[src/common/dht11_pkg.sv]
`default_nettype none

package dht11_pkg;

  // Line timing in clock cycles.
  localparam int START_CYCLES    = 40; // Host start pulse.
  localparam int RESPONSE_CYCLES = 16; // Each sensor response phase.
  localparam int BIT_LOW_CYCLES  = 10; // Low lead-in of every bit.
  localparam int BIT_THRESHOLD   = 9;  // High time above this is a 1.
  localparam int TIMEOUT_CYCLES  = 64; // Longest legal line phase.

  localparam int MAX_TRIES  = 3;
  localparam int FIFO_DEPTH = 4;

  // Wishbone word addresses.
  localparam logic ADDR_CONTROL = 1'b0;
  localparam logic ADDR_DATA    = 1'b1;

  typedef logic [15:0] reading_t;

  // One finished measurement.
  typedef struct packed {
    reading_t humidity;
    reading_t temperature;
    logic     failed;
  } sample_t;

endpackage

`default_nettype wire

[src/common/sample_if.sv]
`timescale 1ns/10ps
`default_nettype none

interface sample_if #(
  parameter type payload_t = dht11_pkg::sample_t
) ();

  logic     valid;
  logic     ready;
  payload_t data;

  // Transfer on a rising edge with valid and ready both high.
  modport source (
    output valid,
    output data,
    input  ready
  );

  modport sink (
    input  valid,
    input  data,
    output ready
  );

endinterface

`default_nettype wire

[src/dht11/dht11_control.sv]
`timescale 1ns/10ps
`default_nettype none

module dht11_control (
  input  logic clock,
  input  logic reset,
  input  logic measure_request,
  input  logic delay_done,
  input  logic field_ok,
  input  logic field_done,
  input  logic timed_out,
  input  logic tries_done,
  input  logic record_ready,
  output logic start_attempt,
  output logic count_delay,
  output logic count_timeout,
  output logic clear_tries,
  output logic count_try,
  output logic load_temperature,
  output logic load_humidity,
  output logic record_valid,
  output logic record_failed,
  output logic busy
);

  typedef enum logic [3:0] {
    IDLE,
    ATTEMPT,
    START_DELAY,
    WAIT_TEMPERATURE,
    STORE_TEMPERATURE,
    WAIT_HUMIDITY,
    STORE_HUMIDITY,
    DONE,
    RETRY_CHECK,
    FINAL_ERROR
  } state_t;

  state_t state;
  state_t next_state;

  always_ff @(posedge clock or posedge reset) begin
    if (reset) begin
      state <= IDLE;
    end else begin
      state <= next_state;
    end
  end

  always_comb begin
    next_state = state;
    case (state)
      IDLE: if (measure_request) next_state = ATTEMPT;
      ATTEMPT: next_state = START_DELAY;
      START_DELAY: if (delay_done) next_state = WAIT_TEMPERATURE;
      WAIT_TEMPERATURE: begin
        if (timed_out) next_state = RETRY_CHECK;
        else if (field_done) next_state = field_ok ? STORE_TEMPERATURE : RETRY_CHECK;
      end
      STORE_TEMPERATURE: next_state = WAIT_HUMIDITY;
      WAIT_HUMIDITY: begin
        if (timed_out) next_state = RETRY_CHECK;
        else if (field_done) next_state = field_ok ? STORE_HUMIDITY : RETRY_CHECK;
      end
      STORE_HUMIDITY: next_state = DONE;
      DONE: if (record_ready) next_state = IDLE; // Held while the FIFO is full.
      RETRY_CHECK: next_state = tries_done ? FINAL_ERROR : ATTEMPT;
      FINAL_ERROR: if (record_ready) next_state = IDLE;
      default: next_state = IDLE;
    endcase
  end

  assign start_attempt    = (state == ATTEMPT);
  assign count_delay      = (state == START_DELAY);
  assign count_timeout    = (state == WAIT_TEMPERATURE) || (state == WAIT_HUMIDITY);
  assign clear_tries      = (state == IDLE);
  assign count_try        = (state == RETRY_CHECK);
  assign load_temperature = (state == STORE_TEMPERATURE);
  assign load_humidity    = (state == STORE_HUMIDITY);
  assign record_valid     = (state == DONE) || (state == FINAL_ERROR);
  assign record_failed    = (state == FINAL_ERROR);
  assign busy             = (state != IDLE);

endmodule

`default_nettype wire

[src/dht11/dht11_receiver.sv]
`timescale 1ns/10ps
`default_nettype none

module dht11_receiver (
  input  logic clock,
  input  logic reset,
  input  logic start_attempt,
  input  logic count_delay,
  input  logic count_timeout,
  input  logic clear_tries,
  input  logic count_try,
  input  logic line_in,
  output logic line_drive_low,
  output logic delay_done,
  output logic field_ok,
  output logic field_done,
  output logic timed_out,
  output logic tries_done,
  output dht11_pkg::reading_t field_data
);

  import dht11_pkg::*;

  typedef enum logic [2:0] {
    RX_IDLE,
    RX_RELEASE,
    RX_RESPONSE_WAIT,
    RX_RESPONSE_LOW,
    RX_RESPONSE_HIGH,
    RX_BIT_LOW,
    RX_BIT_HIGH
  } rx_state_t;

  rx_state_t rx_state;
  logic line_meta;
  logic line_sync;
  logic line_prev;
  logic line_rise;
  logic line_fall;
  logic [$clog2(START_CYCLES)-1:0] delay_count;
  logic [$clog2(TIMEOUT_CYCLES+1)-1:0] phase_count;
  logic [1:0] try_count;
  logic [4:0] bit_count;
  logic [23:0] shift_reg;
  logic [23:0] field_word;
  logic [7:0] checksum;
  logic bit_value;
  logic response_bad;

  // Line idles high through the pull-up.
  always_ff @(posedge clock or posedge reset) begin
    if (reset) begin
      line_meta <= 1'b1;
      line_sync <= 1'b1;
      line_prev <= 1'b1;
    end else begin
      line_meta <= line_in;
      line_sync <= line_meta;
      line_prev <= line_sync;
    end
  end

  assign line_rise = line_sync && !line_prev;
  assign line_fall = !line_sync && line_prev;

  assign line_drive_low = count_delay;

  always_ff @(posedge clock or posedge reset) begin
    if (reset) begin
      delay_count <= '0;
    end else if (count_delay) begin
      delay_count <= delay_count + 1'b1;
    end else begin
      delay_count <= '0;
    end
  end

  assign delay_done = count_delay && (delay_count == START_CYCLES - 1);

  // Cycles since the last line edge, saturating.
  always_ff @(posedge clock or posedge reset) begin
    if (reset) begin
      phase_count <= '0;
    end else if (start_attempt || line_rise || line_fall) begin
      phase_count <= '0;
    end else if (count_timeout && (phase_count != '1)) begin
      phase_count <= phase_count + 1'b1;
    end
  end

  assign timed_out = count_timeout && (phase_count >= TIMEOUT_CYCLES);

  always_ff @(posedge clock or posedge reset) begin
    if (reset) begin
      try_count <= '0;
    end else if (clear_tries) begin
      try_count <= '0;
    end else if (count_try) begin
      try_count <= try_count + 1'b1;
    end
  end

  assign tries_done = (try_count == 2'(MAX_TRIES - 1));

  assign bit_value  = (phase_count > BIT_THRESHOLD);
  assign field_word = {shift_reg[22:0], bit_value};
  assign checksum   = field_word[23:16] + field_word[15:8]; // Modulo 256.

  always_ff @(posedge clock or posedge reset) begin
    if (reset) begin
      rx_state     <= RX_IDLE;
      bit_count    <= '0;
      response_bad <= 1'b0;
      field_done   <= 1'b0;
      field_ok     <= 1'b0;
    end else begin
      field_done <= 1'b0;
      if (start_attempt) begin
        rx_state     <= RX_RELEASE;
        bit_count    <= '0;
        response_bad <= 1'b0;
        field_ok     <= 1'b0;
      end else begin
        case (rx_state)
          RX_RELEASE: if (line_rise) rx_state <= RX_RESPONSE_WAIT; // End of host pulse.
          RX_RESPONSE_WAIT: if (line_fall) rx_state <= RX_RESPONSE_LOW;
          RX_RESPONSE_LOW: begin
            if (line_rise) begin
              if (phase_count < RESPONSE_CYCLES / 2) response_bad <= 1'b1;
              rx_state <= RX_RESPONSE_HIGH;
            end
          end
          RX_RESPONSE_HIGH: begin
            if (line_fall) begin
              if (phase_count < RESPONSE_CYCLES / 2) response_bad <= 1'b1;
              rx_state <= RX_BIT_LOW;
            end
          end
          RX_BIT_LOW: if (line_rise) rx_state <= RX_BIT_HIGH;
          RX_BIT_HIGH: begin
            if (line_fall) begin
              rx_state <= RX_BIT_LOW;
              if (bit_count == 5'd23) begin
                bit_count  <= '0;
                field_done <= 1'b1;
                field_ok   <= (checksum == field_word[7:0]) && !response_bad;
              end else begin
                bit_count <= bit_count + 5'd1;
              end
            end
          end
          default: rx_state <= RX_IDLE;
        endcase
      end
    end
  end

  always_ff @(posedge clock) begin
    if ((rx_state == RX_BIT_HIGH) && line_fall && !start_attempt) begin
      shift_reg <= field_word;
      if (bit_count == 5'd23) field_data <= field_word[23:8];
    end
  end

endmodule

`default_nettype wire

[src/dht11/dht11_interface.sv]
`timescale 1ns/10ps
`default_nettype none

module dht11_interface (
  input  logic     clock,
  input  logic     reset,
  input  logic     measure_request,
  output logic     busy,
  input  logic     line_in,
  output logic     line_drive_low,
  sample_if.source samples
);

  import dht11_pkg::*;

  logic start_attempt;
  logic count_delay;
  logic count_timeout;
  logic clear_tries;
  logic count_try;
  logic delay_done;
  logic field_ok;
  logic field_done;
  logic timed_out;
  logic tries_done;
  logic load_temperature;
  logic load_humidity;
  logic record_valid;
  logic record_failed;
  reading_t field_data;
  reading_t temperature;
  reading_t humidity;

  dht11_control control_i (
    .clock            (clock),
    .reset            (reset),
    .measure_request  (measure_request),
    .delay_done       (delay_done),
    .field_ok         (field_ok),
    .field_done       (field_done),
    .timed_out        (timed_out),
    .tries_done       (tries_done),
    .record_ready     (samples.ready),
    .start_attempt    (start_attempt),
    .count_delay      (count_delay),
    .count_timeout    (count_timeout),
    .clear_tries      (clear_tries),
    .count_try        (count_try),
    .load_temperature (load_temperature),
    .load_humidity    (load_humidity),
    .record_valid     (record_valid),
    .record_failed    (record_failed),
    .busy             (busy)
  );

  dht11_receiver receiver_i (
    .clock          (clock),
    .reset          (reset),
    .start_attempt  (start_attempt),
    .count_delay    (count_delay),
    .count_timeout  (count_timeout),
    .clear_tries    (clear_tries),
    .count_try      (count_try),
    .line_in        (line_in),
    .line_drive_low (line_drive_low),
    .delay_done     (delay_done),
    .field_ok       (field_ok),
    .field_done     (field_done),
    .timed_out      (timed_out),
    .tries_done     (tries_done),
    .field_data     (field_data)
  );

  always_ff @(posedge clock) begin
    if (load_temperature) temperature <= field_data;
    if (load_humidity) humidity <= field_data;
  end

  // A failed record reports zero readings.
  assign samples.valid = record_valid;
  assign samples.data  = '{humidity:    record_failed ? '0 : humidity,
                           temperature: record_failed ? '0 : temperature,
                           failed:      record_failed};

endmodule

`default_nettype wire

[src/verilog/sample_fifo.sv]
`timescale 1ns/10ps
`default_nettype none

module sample_fifo #(
  parameter type payload_t = dht11_pkg::sample_t
) (
  input  logic       clock,
  input  logic       reset,
  sample_if.sink     push,
  sample_if.source   pop,
  output logic [2:0] count
);

  import dht11_pkg::*;

  payload_t entries [FIFO_DEPTH];
  logic [$clog2(FIFO_DEPTH)-1:0] write_ptr;
  logic [$clog2(FIFO_DEPTH)-1:0] read_ptr;
  logic push_fire;
  logic pop_fire;

  assign push.ready = (count != 3'(FIFO_DEPTH));
  assign pop.valid  = (count != 3'd0);
  assign pop.data   = entries[read_ptr];

  assign push_fire = push.valid && push.ready;
  assign pop_fire  = pop.valid && pop.ready;

  always_ff @(posedge clock or posedge reset) begin
    if (reset) begin
      write_ptr <= '0;
      read_ptr  <= '0;
      count     <= 3'd0;
    end else begin
      if (push_fire) write_ptr <= write_ptr + 1'b1; // Pointers wrap at the depth.
      if (pop_fire) read_ptr <= read_ptr + 1'b1;
      if (push_fire && !pop_fire) begin
        count <= count + 3'd1;
      end else if (!push_fire && pop_fire) begin
        count <= count - 3'd1;
      end
    end
  end

  always_ff @(posedge clock) begin
    if (push_fire) entries[write_ptr] <= push.data;
  end

endmodule

`default_nettype wire

[src/verilog/wb_sensor_port.sv]
`timescale 1ns/10ps
`default_nettype none

module wb_sensor_port (
  input  logic        clock,
  input  logic        reset,
  input  logic        wb_cyc,
  input  logic        wb_stb,
  input  logic        wb_we,
  input  logic        wb_adr,
  input  logic [31:0] wb_dat_w,
  output logic [31:0] wb_dat_r,
  output logic        wb_ack,
  sample_if.sink      records,
  input  logic [2:0]  count,
  input  logic        busy,
  output logic        measure_request
);

  import dht11_pkg::*;

  logic request;
  logic read_data;
  logic write_control;
  logic pop_pending;
  logic head_failed;
  logic [31:0] status_word;
  logic [31:0] data_word;

  // New cycle seen while no ack is out.
  assign request       = wb_cyc && wb_stb && !wb_ack;
  assign read_data     = request && !wb_we && (wb_adr == ADDR_DATA);
  assign write_control = request && wb_we && (wb_adr == ADDR_CONTROL);

  assign head_failed = records.valid && records.data.failed;
  assign status_word = {27'd0, count, head_failed, busy};
  assign data_word   = records.valid ? {records.data.humidity, records.data.temperature}
                                     : 32'd0;

  always_ff @(posedge clock or posedge reset) begin
    if (reset) begin
      wb_ack          <= 1'b0;
      measure_request <= 1'b0;
      pop_pending     <= 1'b0;
    end else begin
      wb_ack          <= request;
      measure_request <= write_control && wb_dat_w[0];
      pop_pending     <= read_data && records.valid; // Empty reads pop nothing.
    end
  end

  always_ff @(posedge clock) begin
    if (request && !wb_we) begin
      wb_dat_r <= (wb_adr == ADDR_DATA) ? data_word : status_word;
    end
  end

  // High only in the ack cycle of a data read.
  assign records.ready = pop_pending;

endmodule

`default_nettype wire

[src/verilog/dht11_top.sv]
`timescale 1ns/10ps
`default_nettype none

module dht11_top (
  input  logic        clock,
  input  logic        reset,
  input  logic        wb_cyc,
  input  logic        wb_stb,
  input  logic        wb_we,
  input  logic        wb_adr,
  input  logic [31:0] wb_dat_w,
  output logic [31:0] wb_dat_r,
  output logic        wb_ack,
  output logic        line_drive_low,
  input  logic        line_in
);

  logic measure_request;
  logic busy;
  logic [2:0] fifo_count;

  sample_if producer_link ();
  sample_if bus_link ();

  dht11_interface producer_i (
    .clock           (clock),
    .reset           (reset),
    .measure_request (measure_request),
    .busy            (busy),
    .line_in         (line_in),
    .line_drive_low  (line_drive_low),
    .samples         (producer_link.source)
  );

  sample_fifo buffer_i (
    .clock (clock),
    .reset (reset),
    .push  (producer_link.sink),
    .pop   (bus_link.source),
    .count (fifo_count)
  );

  wb_sensor_port port_i (
    .clock           (clock),
    .reset           (reset),
    .wb_cyc          (wb_cyc),
    .wb_stb          (wb_stb),
    .wb_we           (wb_we),
    .wb_adr          (wb_adr),
    .wb_dat_w        (wb_dat_w),
    .wb_dat_r        (wb_dat_r),
    .wb_ack          (wb_ack),
    .records         (bus_link.sink),
    .count           (fifo_count),
    .busy            (busy),
    .measure_request (measure_request)
  );

endmodule

`default_nettype wire

[config.mk]
export PLATFORM = sky130hd
export DESIGN_NAME = dht11_top
export DESIGN_NICKNAME = d
export VERILOG_FILES = /design/src/common/dht11_pkg.sv /design/src/common/sample_if.sv /design/src/dht11/dht11_control.sv /design/src/dht11/dht11_receiver.sv /design/src/dht11/dht11_interface.sv /design/src/verilog/sample_fifo.sv /design/src/verilog/wb_sensor_port.sv /design/src/verilog/dht11_top.sv
export SDC_FILE = /design/constraint.sdc
export NUM_CORES = 1
export LEC_CHECK = 0
export ABC_AREA = 1
export BUFFER_PORTS_ARGS = -buffer_cell sky130_fd_sc_hd__buf_2
export CORE_MARGIN = 1
export CORE_UTILIZATION = 60
export DETAILED_ROUTE_END_ITERATION = 10
export GPL_TIMING_DRIVEN = 0
export MAX_ROUTING_LAYER = met4
export PLACE_DENSITY = 0.78
export SLEW_MARGIN = 0
export SYNTH_ARGS = -nofsm -noshare
export SYNTH_HDL_FRONTEND = slang
export SYNTH_SLANG_ARGS = --single-unit
export TNS_END_PERCENT = 30
[constraint.sdc]
create_clock -name clock -period 3.5 [get_ports clock]
set_input_delay 0.525 -clock clock [delete_from_list [all_inputs] [get_ports clock]]
set_output_delay 0.525 -clock clock [all_outputs]
set_load 0.03 [all_outputs]
After elaboration in Yosys (flattened, before gate mapping)
Memory sizes are Yosys's and may differ from the RTL's.
Index checks and enable logic that the tools add are counted.
Widths: inputs -> output; s select.

word-level totals
  word-level logic and storage cells = 170
  bits in writable memories = 132
  output and inout bits = 34
  input bits = 39
  memories kept = 1
  flip-flop bits (word level) = 146

cells by class
  bitwise gates (word level) = 1
  reductions and logical operators = 52
  $add $sub $neg = 9
  order comparisons = 3
  eq/ne operators = 32
  multiplexer cells = 48

memory list
  name              words  bits a word  read ports  clocked after Yosys merged registers in  wr ports  line               RTL
  buffer_i.entries  4      33           1           0                                        1         sample_fifo.sv:16  payload_t entries [FIFO_DEPTH];

operator list
  cell                 count
  $mux 4               10
  $pmux 4 s9           1
  $mux 16              2
  $mux 5               6
  $mux 3               8
  $ne 3x3->1 const B   8
  $logic_and 1x1->1    21
  $eq 4x3->1 const B   4
  $pmux 3 s5           1
  $mux 1               14
  $mux 7               2
  $reduce_bool 2->1    6
  $reduce_and 5->1     2
  $eq 3x3->1 const B   3
  $add 8x8->8          1
  $eq 4x2->1 const B   2
  $eq 4x4->1 const B   2
  $eq 8x8->1           1
  $logic_not 1->1      8
  $add 7x1->7 const B  1
  $ge 7x7->1 const B   1
  $gt 7x4->1 const B   1
  $lt 7x4->1 const B   1
  $ne 7x7->1 const B   1
  other kinds (24)     38

Depth between registers and ports, before layout
  depth after elaboration = 7
  depth in mapped cells = 15
  gate-level depth less buffers = 13

Hierarchy
From an unflattened synthesis, not the netlist that was laid out.

unflattened totals
  cells, all modules = 1,055
  area, all modules = 11,922.7 um2

by module, submodules not included
  module           times used  sequential area each (um2)  area an instance (um2)  cells an instance
  sample_fifo      1           4,139.0                     5,695.5                 445
  dht11_receiver   1           1,900.6                     3,130.5                 313
  wb_sensor_port   1           1,036.0                     1,407.6                 119
  dht11_interface  1           960.9                       1,242.4                 100
  dht11_control    1           100.1                       446.7                   78

Worst setup path after synthesis
OpenSTA, ideal clock, no wires.

  path type = register -> register
  start = register producer_i.control_i.state[0]
  end = memory buffer_i.entries[0][0] (netlist name), enable pin
  path slack = 550 ps
  cell stages (with the launch flop) = 10
  data required time = 3,077 ps
  clock period less this slack = 2,950 ps
  buffers on the path = 2
  setup time = 423 ps
  arrival time = 2,527 ps
  cell sequence = dfrtp_1 buf_6 inv_2 nor2_4 nand3_2 o21ai_2 inv_1 or2_1 buf_6 nor2_1

between the ends
  word-level cells in the longest chain between the ends = 5
  elaborated cells between the ends (all ways) = 6
  those cells by class = 2 x eq/ne; 2 x mux; 2 x reduce/logical

ends and longest elaborated chain
  item                                             line                 RTL
  start, declared                                  dht11_control.sv:39  state_t state;
  start signal, assigned                           dht11_control.sv:46  state <= next_state;
  $eq 4x3->1 / $eq 4x4->1 (equally long branches)  dht11_control.sv:80  assign record_valid = (state == DONE) || (state == FINAL_ERROR);
  $logic_or 1x1->1 (*)                             dht11_control.sv:80
  $logic_and 1x1->1 (*)                            sample_fifo.sv:26    assign push_fire = push.valid && push.ready;
  $mux 1 (*)                                       sample_fifo.sv:46    if (push_fire) entries[write_ptr] <= push.data;
  $mux 1 (implied by the code) (*)                 sample_fifo.sv:46
  end, declared                                    sample_fifo.sv:16

Mark *: on every way between the ends. The rest lies on a longest branch, timed or not.

Worst setup path in the final report
  start = register producer_i.control_i.state[0]
  end = register buffer_i.count[2]

between the ends
  word-level cells in the longest chain between the ends = 6
  elaborated cells between the ends (all ways) = 9
  those cells by class = 2 x eq/ne; 1 x mux; 6 x reduce/logical

ends and longest elaborated chain
  item                                             line                 RTL
  $eq 4x3->1 / $eq 4x4->1 (equally long branches)  dht11_control.sv:80
  $logic_or 1x1->1 (*)                             dht11_control.sv:80
  $logic_and 1x1->1 (*)                            sample_fifo.sv:26
  named net buffer_i.push_fire                     sample_fifo.sv:19    logic push_fire;
  $logic_not 1->1                                  sample_fifo.sv:39    end else if (!push_fire && pop_fire) begin
  $logic_and 1x1->1                                sample_fifo.sv:39
  $reduce_bool 2->1 (no source line)               -
  end signal, assigned                             sample_fifo.sv:38    count <= count + 3'd1;
  end signal, assigned                             sample_fifo.sv:40    count <= count - 3'd1;
  end, declared                                    sample_fifo.sv:11    output logic [2:0] count

Mark *: on every way through the listed nets, which the timed path passes. The rest lies on a longest branch.
A chain may end at the register's enable or synchronous reset.

==> metrics.txt <==
core area 0.0183 mm2; sequential-to-total area share from yosys stat 0.717; fraction of registers with async set/reset 0.155; Final min period 2.60 ns; TritonRoute pass-1 iters 5; Die X 140 um; final design utilization 0.713; worst IR drop on VDD 0.468 mV; initial drt markers 648; Non-Filler Instances 1272; static leakage 5.01 nW; DP HPWL 13600 um; P&R area growth vs syn 14.8%; final hold vios 0; post-CTS setup buffers 0; syn avg cell area 12.0 um2; syn nets 1002; status finished, final reports clean; crit path max fanout 8; fin crit share 0.743; Buf+Inv Stages, Crit Path 6; CTS Root Cell clkbuf_16; largest net degree at the start of global routing 40; area share of the largest cell type after synthesis 0.622; critical path class register to register; crit path launch producer_i.control_i.state[0]$_DFFE_PP0P_; layout cells sized above 1 0.151; routability cong. 0.816; total track usage 0.238; Slew headroom 0.384; top cells by count, synth 235 x edfxtp_1, 192 x nor2_1, 91 x inv_1, 87 x nand2_1, 78 x o21ai_0; Max Buffers Root-to-Sink 3; Worst-Skew Late Latency 0.54 ns; fmax 384 MHz; TNS Setup 0 ns; Hold Path Class input pin to register; Die ar. 0.0195 mm2; Worst Hold Margin 0.0850 ns; max reg flops 132; top area cells in the synthesized netlist edfxtp_1 62%, dfrtp_1 8.8%, nor2_1 6.4%; CP Cell Sequence buf_6 -> inv_2 -> nor2_4 -> nand3_2 -> o21ai_2 -> inv_1 -> or2_1 -> buf_6 -> clkinv_4 -> ha_1 -> inv_1 -> fa_1 -> a21oi_1 -> o21ai_0 -> xor2_1; Post-Syn Area 0.0113 mm2; Startpoint Class register; CP peak stage delay 0.40 ns; Slowest cell on crit path fa_1; FF+latch count, synth 278; CP Data Required Time 3.91 ns; Hold Crit Start line_in; remaining routing DRC violations 0; Num CTS Buffers 28; Post-synth EDFFs 235; H-tree depth 1; Initial Util 0.621; r2r setup slk 0.90 ns; largest delay contributor family on the critical path buffers and inverters; PortBufs 41; top-count cell post-synth edfxtp_1; Routed Antenna Nets 0; placed cells 1221; TritonCTS clock tree built; vias in the first global route 6798; max-cap violation count 0; Die Ht 140 um; Max Slew Vio Count 0; ys flop type edfxtp_1; Setup crit end kind register; Pwr Density 714 mW/mm2; GRT overflow 0; average wire per standard cell 17.1 um; skew final 0.0188 ns; post-synth cell types 44; Yosys top cell by area edfxtp_1; final setup vio count 0; Ant. Diodes 0; initial antenna violation count 0; first-pass GRT wire length 34300 um; vias per cell 5.55; Least-Margin Pin Slew 0.922 ns; worst r2r src producer_i.control_i.state[0]$_DFFE_PP0P_; Synth Warn # 0; Via Count 7054; clock sink total 278; Final nets 1081; Cells after Synth 944; CTS clock-pin slew for the worst setup and hold paths 0.07 ns; Post-Route WL 21800 um; row count 49; RSZ-0062 raised after global routing no; I/O Pins 73; critical path arrival 3.01 ns
repair_timing:
item,CTS,global route
resized for setup,0,0
endpoints found under the hold margin,4,0
hold buffers,1,0
cell usage in the layout (no fill, tap or decap), types with 4 or more instances in the layout:
cell type	count
dfrtp_1	40
nor2_2	5
o21ai_2	5
nand2_1	87
inv_2	12
edfxtp_1	235
bufinv_16	6
buf_12	4
buf_6	4
clkbuf_16	29
o21ai_0	78
nor2_4	10
nand3_1	32
buf_2	56
nor2_1	186
nor3_1	6
o22ai_1	6
clkbuf_1	17
o21ai_1	11
nand2_2	6
ha_1	17
clkinv_4	5
a21oi_1	42
xor2_1	8
inv_1	90
path summary, 6_finish.rpt:
path                                                              to  cells past startpoint
setup / recovery                       buffer_i.count[2]$_DFFE_PP0P_                     15
hold / removal             producer_i.receiver_i.line_meta$_DFF_PP1_                      1
setup reg to reg                       buffer_i.count[2]$_DFFE_PP0P_                     15
hold reg to reg            producer_i.receiver_i.line_sync$_DFF_PP1_                      0
max in group asynchronous  producer_i.receiver_i.line_meta$_DFF_PP1_                      4
min in group asynchronous           buffer_i.read_ptr[1]$_DFFE_PP0P_                      3
layer usage:
metal	up-vias	global-route usage	wire, um
met2	283	0.414	11200
met3	52	0.0337	1410
met1	3341	0.284	8670
li1	3378	-	-
met5	-	-	0
met4	0	0.0807	499
power breakdown:
part	switching [mW]	total, mW	internal (mW)
logic	1.47	2.11	0.641
registers	0.127	4.00	3.87
clock network	1.22	3.19	1.98
layout make-up:
cell class	count	area [um2]
Multi-Input combinational cell	532	2720
Sequential cell	278	8140
Clock buffer	34	754
Inverter	103	392
Tap cell	229	287
Timing Repair Buffer	49	345
Fill cell	1146	5240
Buffer	31	150
Clock inverter	16	244
cell families after synthesis:
kind of cell,count (synthesis),synth area share
DFF,278,0.717
xor gates and xnor gates,11,0.00849
adders and majority gates,19,0.0223
and+or+nand+nor,349,0.132
buffers and inverters,134,0.0477
AOI/OAI and AO/OA,153,0.0728
per-stage QoR:
step	worst slack [ns]	power (mW)	cell area, um2
6_report	0.898	9.30	13000
5_1_grt	0.739	9.69	13000
4_1_cts	0.900	9.30	13000
3_5_place_dp	1.03	6.11	12000
3_3_place_gp	-0.559	6.01	11800
2_1_floorplan	0.550	5.52	11300
Note: power is estimated with default switching activity, not from simulation.
